<file path="config.mk">
export PLATFORM = sky130hd
export DESIGN_NAME = event_readout
export DESIGN_NICKNAME = d
export VERILOG_FILES = /design/src/event_pkg.sv /design/src/event_readout.sv
export VERILOG_INCLUDE_DIRS = /design/src
export SDC_FILE = /design/constraint.sdc
export NUM_CORES = 1
export LEC_CHECK = 0
export BUFFER_PORTS_ARGS = -buffer_cell sky130_fd_sc_hd__buf_2
export CAP_MARGIN = 20
export CORE_AREA = 4 4 255 257
export DETAILED_ROUTE_END_ITERATION = 7
export DIE_AREA = 0 0 259 261
export PLACE_DENSITY = 0.31
export SETUP_SLACK_MARGIN = 0.1
export SLEW_MARGIN = 20
export SYNTH_ARGS = -nofsm -noshare
export SYNTH_HDL_FRONTEND = slang
export SYNTH_SLANG_ARGS = --single-unit
</file>
<file path="constraint.sdc">
create_clock -name aclk -period 12.24 [get_ports aclk]
set_input_delay 0 -clock aclk [delete_from_list [all_inputs] [get_ports aclk]]
set_output_delay 0 -clock aclk [all_outputs]
set_load 0.01 [all_outputs]
</file>
<file path="src/event_builder_settings.svh">
`ifndef EVENT_BUILDER_SETTINGS_SVH
`define EVENT_BUILDER_SETTINGS_SVH

// serial links feeding the builder
`define EB_NUM_LINKS      4
// per-link payload FIFO, 64-bit words
`define EB_FIFO_DEPTH     64
// longest accepted fragment, 32-bit words
`define EB_MAX_FRAG_WORDS 128

// top byte of every header word
`define EB_TAG_EVENT      8'hE5
// link number is added on top of this one
`define EB_TAG_LINK       8'hA0

`endif

</file>
<file path="src/event_pkg.sv">
package event_pkg;

    // event header, one per built event
    typedef struct packed {
        logic [7:0]  tag;
        logic [3:0]  link_mask;
        logic [19:0] rsvd;
        logic [31:0] event_num;
    } event_hdr_t;

    // link header, one per enabled link in the event
    typedef struct packed {
        logic [7:0]  tag;
        logic [3:0]  link_num;
        logic [3:0]  rsvd;
        logic [15:0] event_count;
        // length in 32-bit words as received
        logic [15:0] frag_len;
        // length in packed 64-bit words
        logic [15:0] pay_len;
    } link_hdr_t;

    // one header word, read by its tag as either kind
    typedef union packed {
        event_hdr_t ev;
        link_hdr_t  lnk;
    } hdr_word_u;

endpackage

</file>
<file path="src/event_readout.sv">
`timescale 1ns/1ps
`include "event_builder_settings.svh"

module event_readout (
    input  logic                                           aclk,
    input  logic                                           rst_i,
    input  logic                                           start_i,
    input  event_pkg::hdr_word_u                           event_hdr_i,
    input  logic [`EB_NUM_LINKS-1:0]                       event_mask_i,
    input  event_pkg::hdr_word_u [`EB_NUM_LINKS-1:0]       link_hdr_i,
    input  logic [`EB_NUM_LINKS-1:0][63:0]                 payload_i,
    input  logic [`EB_NUM_LINKS-1:0]                       payload_valid_i,
    output logic [`EB_NUM_LINKS-1:0]                       payload_pop_o,
    output logic                                           done_o,
    output logic [63:0]                                    m_tdata_o,
    output logic                                           m_tvalid_o,
    output logic                                           m_tlast_o,
    input  logic                                           m_tready_i
);
    localparam int N  = `EB_NUM_LINKS;
    localparam int IW = $clog2(N);

    typedef enum logic [1:0] {S_IDLE, S_LHDR, S_PAY, S_DRAIN} state_e;

    state_e        state_q;
    logic [N-1:0]  rem_q;
    logic [15:0]   remain_q;
    logic [IW-1:0] cur;
    logic [N-1:0]  cur_bit;
    logic          last_link;
    logic          can_load;
    logic          pay_take;
    logic [63:0]   m_tdata_q;
    logic          m_tvalid_q;
    logic          m_tlast_q;
    logic          done_q;

    function automatic logic [IW-1:0] first_set(input logic [N-1:0] m);
        logic [IW-1:0] idx;
        idx = '0;
        for (int i = N - 1; i >= 0; i--) begin
            if (m[i]) begin
                idx = IW'(i);
            end
        end
        return idx;
    endfunction

    // lowest link still to send
    assign cur       = first_set(rem_q);
    assign cur_bit   = N'(1) << cur;
    assign last_link = (rem_q & ~cur_bit) == '0;
    // output register is free after this edge
    assign can_load  = !m_tvalid_q || m_tready_i;
    assign pay_take  = (state_q == S_PAY) && can_load && payload_valid_i[cur];

    assign payload_pop_o = pay_take ? cur_bit : '0;
    assign m_tdata_o     = m_tdata_q;
    assign m_tvalid_o    = m_tvalid_q;
    assign m_tlast_o     = m_tlast_q;
    assign done_o        = done_q;

    always_ff @(posedge aclk) begin
        if (rst_i) begin
            state_q    <= S_IDLE;
            rem_q      <= '0;
            m_tvalid_q <= 1'b0;
            m_tlast_q  <= 1'b0;
            done_q     <= 1'b0;
        end else begin
            done_q <= 1'b0;
            if (m_tvalid_q && m_tready_i) begin
                m_tvalid_q <= 1'b0;
            end
            case (state_q)
                S_IDLE: if (start_i) begin
                    rem_q      <= event_mask_i;
                    m_tvalid_q <= 1'b1;
                    m_tlast_q  <= 1'b0;
                    state_q    <= S_LHDR;
                end
                S_LHDR: if (can_load) begin
                    m_tvalid_q <= 1'b1;
                    state_q    <= S_PAY;
                end
                S_PAY: if (pay_take) begin
                    m_tvalid_q <= 1'b1;
                    if (remain_q == 16'd1) begin
                        if (last_link) begin
                            m_tlast_q <= 1'b1;
                            state_q   <= S_DRAIN;
                        end else begin
                            rem_q   <= rem_q & ~cur_bit;
                            state_q <= S_LHDR;
                        end
                    end
                end
                // hold the final word until it is taken
                S_DRAIN: if (m_tready_i) begin
                    m_tlast_q <= 1'b0;
                    done_q    <= 1'b1;
                    state_q   <= S_IDLE;
                end
                default: state_q <= S_IDLE;
            endcase
        end
    end

    always_ff @(posedge aclk) begin
        case (state_q)
            S_IDLE: if (start_i) begin
                m_tdata_q <= event_hdr_i;
            end
            S_LHDR: if (can_load) begin
                m_tdata_q <= link_hdr_i[cur];
                remain_q  <= link_hdr_i[cur].lnk.pay_len;
            end
            S_PAY: if (pay_take) begin
                m_tdata_q <= payload_i[cur];
                remain_q  <= remain_q - 16'd1;
            end
            default: ;
        endcase
    end

    // the whole fragment is already in its FIFO, so a payload word is always waiting
    assert property (@(posedge aclk) disable iff (rst_i)
        state_q == S_PAY |-> payload_valid_i[cur]);
    // merger must not launch while an event is still going out
    assert property (@(posedge aclk) disable iff (rst_i) start_i |-> state_q == S_IDLE);

endmodule

</file>
# --- After elaboration in Yosys (flattened, before gate mapping) ---
# Cells that the tools add are included.
classes:
  n_reduce_logical: 17
  add_sub_neg: 1
  n_eq_ne: 11
  muxes: 42
  order_cmp: 1
  shifts: 1
  bitwise: 3
ops:
  columns: ["cell", "n"]
  rows:
  - ["$mux W64", 5]
  - ["$bmux W64 S2", 2]
  - ["$pmux W64 S3", 1]
  - ["$mux W16", 2]
  - ["$pmux W16 S2", 1]
  - ["$mux W2", 10]
  - ["$mux W4", 5]
  - ["$eq A16 B1 Y1 const B", 1]
  - ["$sub A16 B1 Y16 const B", 1]
  - ["$ne A2 B2 Y1 const B", 6]
  - ["$mux W1", 11]
  - ["$reduce_and A5 Y1", 2]
  - ["$pmux W2 S4", 1]
  - ["$pmux W4 S2", 1]
  - ["$pmux W1 S3", 2]
  - ["$reduce_and A6 Y1", 1]
  - ["$reduce_bool A3 Y1", 2]
  - ["$and A4 B4 Y4", 1]
  - ["$eq A2 B2 Y1 const B", 2]
  - ["$logic_not A4 Y1", 1]
  - ["$not A4 Y4", 1]
  - ["$reduce_and A4 Y1", 1]
  - ["$reduce_bool A2 Y1", 2]
  - ["$shl A1 B2 Y4 const A", 1]
  - ["other kinds (11)", 13]
word_totals:
  regBits: 89
  in_bits: 588
  out_inout_bits: 71
  word_cells: 83

# --- Logic depth before layout (Yosys ltp) ---
# Gate-level depths: netlist (run 1).
depth:
  word_depth: 12
  mapped_depth: 9
  ltp_nobuf: 7

# --- Worst setup path after synthesis (run 1) ---
# Ideal clock, no wire load.
synth_path:
  path_type: "register to register"
  startpoint: "register rem_q[2]"
  endpoint: "register m_tdata_q[0], in the netlist m_tdata_o[0] (enable)"
  arrival_time_ns: 5.746
  period_less_slack_ns: 6.311
  path_stages_with_launch: 7
  n_path_buf: 1
  t_required_ns: 11.675
  slack_ns: 5.929
  setup_ns: 0.565
  path_cell_list: "dfxtp_1 > buf_2 > or3b_2 > a21oi_2 > o21ai_0 > a22o_1 > nor3_1"
synth_via:
  elab_chain_cells: 8
synth_lines:
  columns: ["element", "line_no", "text"]
  rows:
  - ["start, declared", "event_readout.sv:26", "logic [N-1:0] rem_q;"]
  - ["start signal, assigned", "event_readout.sv:77", "rem_q <= event_mask_i;"]
  - ["start signal, assigned", "event_readout.sv:93", "rem_q <= rem_q & ~cur_bit;"]
  - ["$mux W2 (3 in series)", "event_readout.sv:42", "if (m[i]) begin"]
  - ["$bmux W1 S2", "event_readout.sv:55", "assign pay_take = (state_q == S_PAY) && can_load && payload_valid_i[cur];"]
  - ["$mux W1 (not written as such)", "event_readout.sv:55", null]
  - ["$logic_and A1 B1 Y1", "event_readout.sv:55", null]
  - ["$ne A2 B2 Y1 (no source line)", null, null]
  - ["$reduce_and A4 Y1 (no source line)", null, null]
  - ["end signal, assigned", "event_readout.sv:112", "m_tdata_q <= event_hdr_i;"]
  - ["end signal, assigned", "event_readout.sv:115", "m_tdata_q <= link_hdr_i[cur];"]
  - ["end signal, assigned", "event_readout.sv:119", "m_tdata_q <= payload_i[cur];"]
  - ["end, declared", "event_readout.sv:33", "logic [63:0] m_tdata_q;"]
# No other way between the ends. The select of a mux whose other input is x is not followed.
# A chain may end at the register's enable or synchronous reset.

# --- Worst setup path in the final report (run 1) ---
layout_path:
  startpoint: "register rem_q[1]"
  endpoint: "register m_tdata_q[11], in the netlist m_tdata_o[11], data pin"
layout_via:
  elab_chain_cells: 6
  elab_cells_between_ends: 9
  cone_classes: "mux (9)"
layout_lines:
  columns: ["element", "line_no", "text"]
  rows:
  - ["$mux W2 * (2 in series)", "event_readout.sv:42", null]
  - ["$bmux W64 S2 (on tied branches)", "event_readout.sv:119, event_readout.sv:115", null]
  - ["$mux W64 (on tied branches)", null, null]
  - ["$mux W64 (on tied branches)", "event_readout.sv:118, event_readout.sv:114", null]
  - ["$pmux W64 S3 *", "event_readout.sv:110", "case (state_q)"]
# Mark *: on every way between the ends. The rest lies on a longest branch, timed or not. The select of a mux whose other input is x is not followed.

==> flow_summary.yaml, run 1 <==
status:
  status: "complete, but fails checks"
  violations: "DRC"
flow_run:
  max_cap_violations: 0
critical_path:
  r2r-start: "rem_q[1]"
  path_max_fanout: 68
  crit_required_ps: 12480
  reg2regPathDepth: 6
  startpoint_type: "flop"
  cp_cell_sequence: "nor3_1, or2_4, buf_4, a222oi_1, a21oi_1, a221o_1"
  cpPeakStageDelay_ps: 730
  endpoint_kind: "flop"
  cp.arrival_ps: 3430
  critPathKind: "flop to flop"
  r2r_end: "m_tdata_o[11]"
  slowest_stage: "buf_4"
  r2r_slack_ps: 9050
sta:
  clock_skew_ps: 7.32
  report.final.slew_viol_count: 0
  hold_ws_ps: 43.2
  hold_viol_final: 0
  tightest_slew_ps: 1000
  fin_crit_sh: 0.260
  tns_ps: 0
  slew_headroom: 0.331
  max_clock_freq_ghz: 0.314
  rsz0062_at_grt: "no"
  final-setup-viol-count: 0
  layout_min_cycle_time_ps: 3190
logic_synthesis:
  async_flop_share: 0
  synthFlopType: "edfxtp_1"
  yosysMostFrequentCell: "nand2_1"
  synth_top_area_share: 0.346
  yosysSeqAreaShare: 0.372
  synth_edf_count: 80
  syn_inst: 775
  syn_avg_cell_area_um2: 8.95
  synth_nets: 1370
  yosys-top-cells-area: "edfxtp_1 (35%), a222oi_1 (16%), a21oi_1 (8.7%), a211o_1 (8.2%), nand2_1 (6.9%)"
  synth_commonest_cells: "nand2_1 (127), a21oi_1 (121), a222oi_1 (112)"
  synth_area_um2: 6940
  synth_cell_type_count: 56
  synth_top_cell_by_area: "edfxtp_1"
  ys_ff_latch: 89
  yosys_warnings: 0
routing:
  drtIter0Drc: 929
  vias: 9753
  drt-total-wl_um: 49300
  drc: 34
  via_per_inst: 4.26
  m1WireLength_um: 19200
  wl_met3_um: 3740
  wire_per_inst_um: 21.5
  firstDrtPassIters: 8
  route.met2.wl_um: 25300
  drtAntennaViolNets: 0
  highest_layer: "met5"
clock_network:
  clk_path_buf_depth: 2
  clock_sinks: 89
  clockRootBuffer: "clkbuf_16"
  post_cts_resized: 0
  numCtsBuffers: 9
  tritoncts: "built"
  clk_latency_ps: 380
  cts-htree-levels: 3
  path_clk_slew_ps: 70
finish:
  final_nets: 2035
  final_layout_size_suffix_gt1_frac: 0.484
  area_delta_synth_final_pct: 73.2
  fin_cells: 2292
  fin_util: 0.192
placed_design:
  portBuffers: 658
  dpl.hpwl_um: 38800
  place.gp.congestion: 0.852
  post-place-cells: 2205
floorplan:
  ios: 659
  core_area_um2: 62700
  die_h_um: 261
  die_area_um2: 67600
  fp-row-count: 92
  fp.dieW_um: 259
  start_util: 0.111
grt:
  grt_max_degree: 70
  grt-ovfl-total: 0
  grt_pass1_wl_um: 66400
  grtUsageTotal: 0.133
  grt_pass1_vias: 9981
  antenna_found_initial: 4
hold_path:
  hold_class: "input pin to flop"
  hold_path_depth: 4
  holdPathEnd: "m_tvalid_o"
  min-delay-start: "start_i"
power:
  ir_drop_uv: 181
  p_total_mw: 2.26
  p_per_area_nw_per_um2: 188
  leakage_nw: 5.38
## registers in the layout (all words and copies together) (netlist names)
signal	cells
remain_q	16
state_q	2
m_tvalid_o	1
m_tlast_o	1
rem_q	4
m_tdata_o	64
done_o	1
## cell type report
type / instances / area [um2]
antenna: 2 / 5.00
timing repair buffer: 738 / 4070
inverter: 7 / 27.5
clock buffer: 9 / 225
multi-input combinational: 595 / 4000
fill: 7195 / 50700
clock inverter: 6 / 45.0
sequential: 89 / 2580
tap: 846 / 1060
## cells by family (layout without fill, tap and decap cells)
logic type / Yosys count / after routing / synth area share
AO/OA/AOI/OAI: 363 / 363 / 0.404
XOR/XNOR: 11 / 11 / 0.0139
adder cells (fa/ha/maj): 7 / 7 / 0.0126
buffers and inverters: 91 / 760 / 0.0575
flip-flops: 89 / 89 / 0.372
multiplexers: 8 / 8 / 0.0115
other: 0 / 2 / 0
AND/OR/NAND/NOR: 206 / 206 / 0.128
## critical path, delay by kind of cell (launching register included)
| kind | cells | cell delay (ps) |
|---|---|---|
| flip-flops | 1 | 450 |
| buffers and inverters | 1 | 730 |
| AO/OA/AOI/OAI | 3 | 830 |
| AND/OR/NAND/NOR | 2 | 870 |
## what timing repair did
| action | CTS | global route |
|---|---|---|
| hold buffers | 70 | 0 |
| endpoints found under the hold margin | 70 | 0 |
| setup buffers | 0 | 0 |
| endpoints found under the setup margin | 0 | 0 |
## power by group
part	switching (mW)	internal, mW	leakage [nW]	total, mW
logic	0.822	0.496	4.36	1.32
registers	0.0791	0.578	0.881	0.657
clock network	0.146	0.138	0.136	0.284
## per-layer routing
metal | vias up | track usage
met4 | 4 | 0.0355
met3 | 42 | 0.0368
li1 | 4543 | -
met2 | 472 | 0.238
met5 | - | 0
met1 | 4692 | 0.157
## how the worst max path moves through the flow
stage	startpoint	to	slack (ps)	cells past startpoint
floorplan	rem_q[2]	m_tdata_o[0]	5930	6
global placement	rem_q[2]	m_tdata_o[3]	9180	6
detailed placement	rem_q[2]	m_tdata_o[3]	9120	6
CTS	rem_q[1]	m_tdata_o[3]	9100	6
global route	rem_q[1]	m_tdata_o[3]	8890	6
finish	rem_q[1]	m_tdata_o[11]	9050	6
## metrics by stage
step / worst slack (ps) / area, um2
floorplan: 5930 / 6940
global placement: 9180 / 11000
detailed placement: 9120 / 11000
CTS: 9100 / 12000
global route: 8890 / 12000
finish: 9050 / 12000
## placed cells by master, fill, tap and decap left out, drive strengths merged, types with 8 or more instances in the layout
cell type,n
a211o,65
o221ai,15
o21ai,14
edfxtp,80
buf,668
nor2,40
dlygate4sd3,70
mux2i,8
a21oi,122
o22a,16
a222oi,112
nand2,127
dfxtp,9
clkbuf,9
Power figures use the tool's default switching activity.
==> run 2, diff against run 1 <==
--- a/config.mk
+++ b/config.mk
@@ -8,9 +8,9 @@
 export LEC_CHECK = 0
 export BUFFER_PORTS_ARGS = -buffer_cell sky130_fd_sc_hd__buf_2
 export CAP_MARGIN = 20
-export CORE_AREA = 4 4 255 257
+export CORE_AREA = 4 4 257 259
 export DETAILED_ROUTE_END_ITERATION = 7
-export DIE_AREA = 0 0 259 261
+export DIE_AREA = 0 0 261 263
 export PLACE_DENSITY = 0.31
 export SETUP_SLACK_MARGIN = 0.1
 export SLEW_MARGIN = 20
==> constraint.sdc (replaced) <==
create_clock -name aclk -period 3.1 [get_ports aclk]
set_input_delay 0 -clock aclk [delete_from_list [all_inputs] [get_ports aclk]]
set_output_delay 0 -clock aclk [all_outputs]
set_load 0.01 [all_outputs]
==> flow_summary.yaml, run 2 (synthesis gave the netlist of run 1 again) <==
routing:
  vias: 9936
  drc: 11
  via_per_inst: 4.29
  firstDrtPassIters: 8
  drtIter0Drc: 941
  drtAntennaViolNets: 0
  drt-total-wl_um: 51700
  wire_per_inst_um: 22.3
power:
  combPwrFrac: 0.598
  clockPowerShare: 0.121
  ir_drop_uv: 380
  p_sw_mw: 4.27
  seqPwrFrac: 0.281
  p_per_area_nw_per_um2: 756
  switching_share: 0.462
  p_int_mw: 4.97
  p_total_mw: 9.24
  leakage_nw: 5.45
clock_network:
  clock_sinks: 89
  clk_latency_ps: 390
  cts-htree-levels: 3
  path_clk_slew_ps: 80
  clockRootBuffer: "clkbuf_16"
  clk_path_buf_depth: 2
  numCtsBuffers: 9
  tritoncts: "built"
  cts_setup_buffers: 0
critical_path:
  path_max_fanout: 59
  crit_buf_inv: 1
  crit_required_ps: 3240
  r2r-start: "rem_q[1]"
  startpoint_type: "flop"
  r2r_slack_ps: 310
  cpPeakStageDelay_ps: 630
  cp.arrival_ps: 2940
  cp_cell_sequence: "nor3_1, or2_4, buf_12, a222oi_1, a21oi_1, a211o_1"
  critPathKind: "flop to flop"
  r2r_end: "m_tdata_o[24]"
  slowest_stage: "dfxtp_1"
  endpoint_kind: "flop"
  cp_top_family: "compound AO/OA/AOI/OAI gates"
  reg2regPathDepth: 6
finish:
  layout_commonest_cell: "buf_2"
  fin_cells: 2315
  mostFrequentLayoutCells: "buf_2 (658), nand2_1 (125), a21oi_1 (121)"
  final_layout_size_suffix_gt1_frac: 0.485
  largest_reg_flops: 64
  area_delta_synth_final_pct: 76.2
  nFillCells: 7361
  final_nets: 2045
  design_area_um2: 12200
flow_run:
  max_cap_violations: 0
floorplan:
  fp-row-count: 93
  core_area_um2: 63900
  ios: 659
  fp.dieW_um: 261
  die_h_um: 263
  die_area_um2: 68600
  start_util: 0.109
sta:
  fin_ws_ps: 306
  hold_viol_final: 0
  slew_headroom: 0.388
  max_clock_freq_ghz: 0.358
  final-setup-viol-count: 0
  rsz0062_at_grt: "yes"
  hold_ws_ps: 54.2
  layout_min_cycle_time_ps: 2790
  fin_crit_sh: 0.901
  report.final.slew_viol_count: 0
  tightest_slew_ps: 918
  clock_skew_ps: 10.0
hold_path:
  hold_path_depth: 3
  holdPathEnd: "rem_q[2]"
  min-delay-start: "event_mask_i[2]"
  hold_class: "input pin to flop"
placed_design:
  dpl.hpwl_um: 40200
  place.gp.congestion: 0.843
  post-place-cells: 2224
  place_area_um2: 11200
  portBuffers: 658
  dp_slack_ps: 274
status:
  violations: "DRC"
  status: "complete, but fails checks"
grt:
  grt_pass1_wl_um: 70600
  grtUsageTotal: 0.140
  grt_pass1_vias: 10155
  antenna_found_initial: 13
  grt-ovfl-total: 0
  grt_max_degree: 113
run 2: changes by cell type in the layout (fill, tap and decap cells not counted), sizes merged:
cell      delta
buf         +10
clkinv       -1
diode        +3
clkinvlp     +2
clkbuf       +1
inv          -1
run 2: stage by stage:
step                      TNS (ps)   util
after global routing             0  0.191
after floorplan             -11760      -
after detailed placement         0  0.176
final                            0  0.191
after global placement           0  0.176
after CTS                        0  0.191
run 2: layer usage:
layer | track usage | routed length (um) | vias up
li1 | - | - | 4567
met3 | 0.0357 | 4340 | 71
met5 | 0 | 82 | -
met1 | 0.165 | 20100 | 4773
met2 | 0.249 | 25800 | 513
met4 | 0.0434 | 1360 | 12
run 2: worst max-delay path by stage:
| stage | startpoint | to | slack [ps] | cells after the start |
|---|---|---|---|---|
| floorplan | rem_q[2] | m_tdata_o[0] | -180 | 6 |
| global placement | rem_q[0] | m_tdata_o[43] | 390 | 6 |
| detailed placement | rem_q[1] | m_tdata_o[24] | 270 | 6 |
| CTS | state_q[0] | rem_q[3] | 230 | 8 |
| global route | rem_q[1] | m_tdata_o[24] | 50 | 6 |
| finish | rem_q[1] | m_tdata_o[24] | 310 | 6 |
run 2: power groups by stage:
stage | clock (mW) | sequential [mW] | combinational, mW
detailed placement | 0 | 2.63 | 5.63
global route | 1.24 | 2.67 | 6.05
CTS | 1.21 | 2.61 | 5.72
global placement | 0 | 2.62 | 5.60
finish | 1.12 | 2.60 | 5.52
floorplan | 0 | 2.80 | 2.86
run 2: area by class of cell:
type	instances	area, um2	share of cell area
Multi-Input combinational cell	595	4010	0.328
Clock inverter	6	35.0	0.00287
Antenna cell	5	12.5	0.00102
Tap cell	855	1070	0.0875
Sequential cell	89	2580	0.211
Clock buffer	10	229	0.0187
Timing Repair Buffer	748	4260	0.348
Inverter	7	27.5	0.00225
run 2: worst register-to-register path, cell delays in order (launching register included):
cell      delay (ps)
dfxtp_1          630
nor3_1           120
or2_4            460
buf_12           290
a222oi_1         650
a21oi_1          130
a211o_1          280
run 2: timing repair:
action	4_1_cts	5_1_grt
resized for setup	0	1
hold endpoints to repair	71	0
endpoints found under the setup margin	0	2
hold buffers	70	0
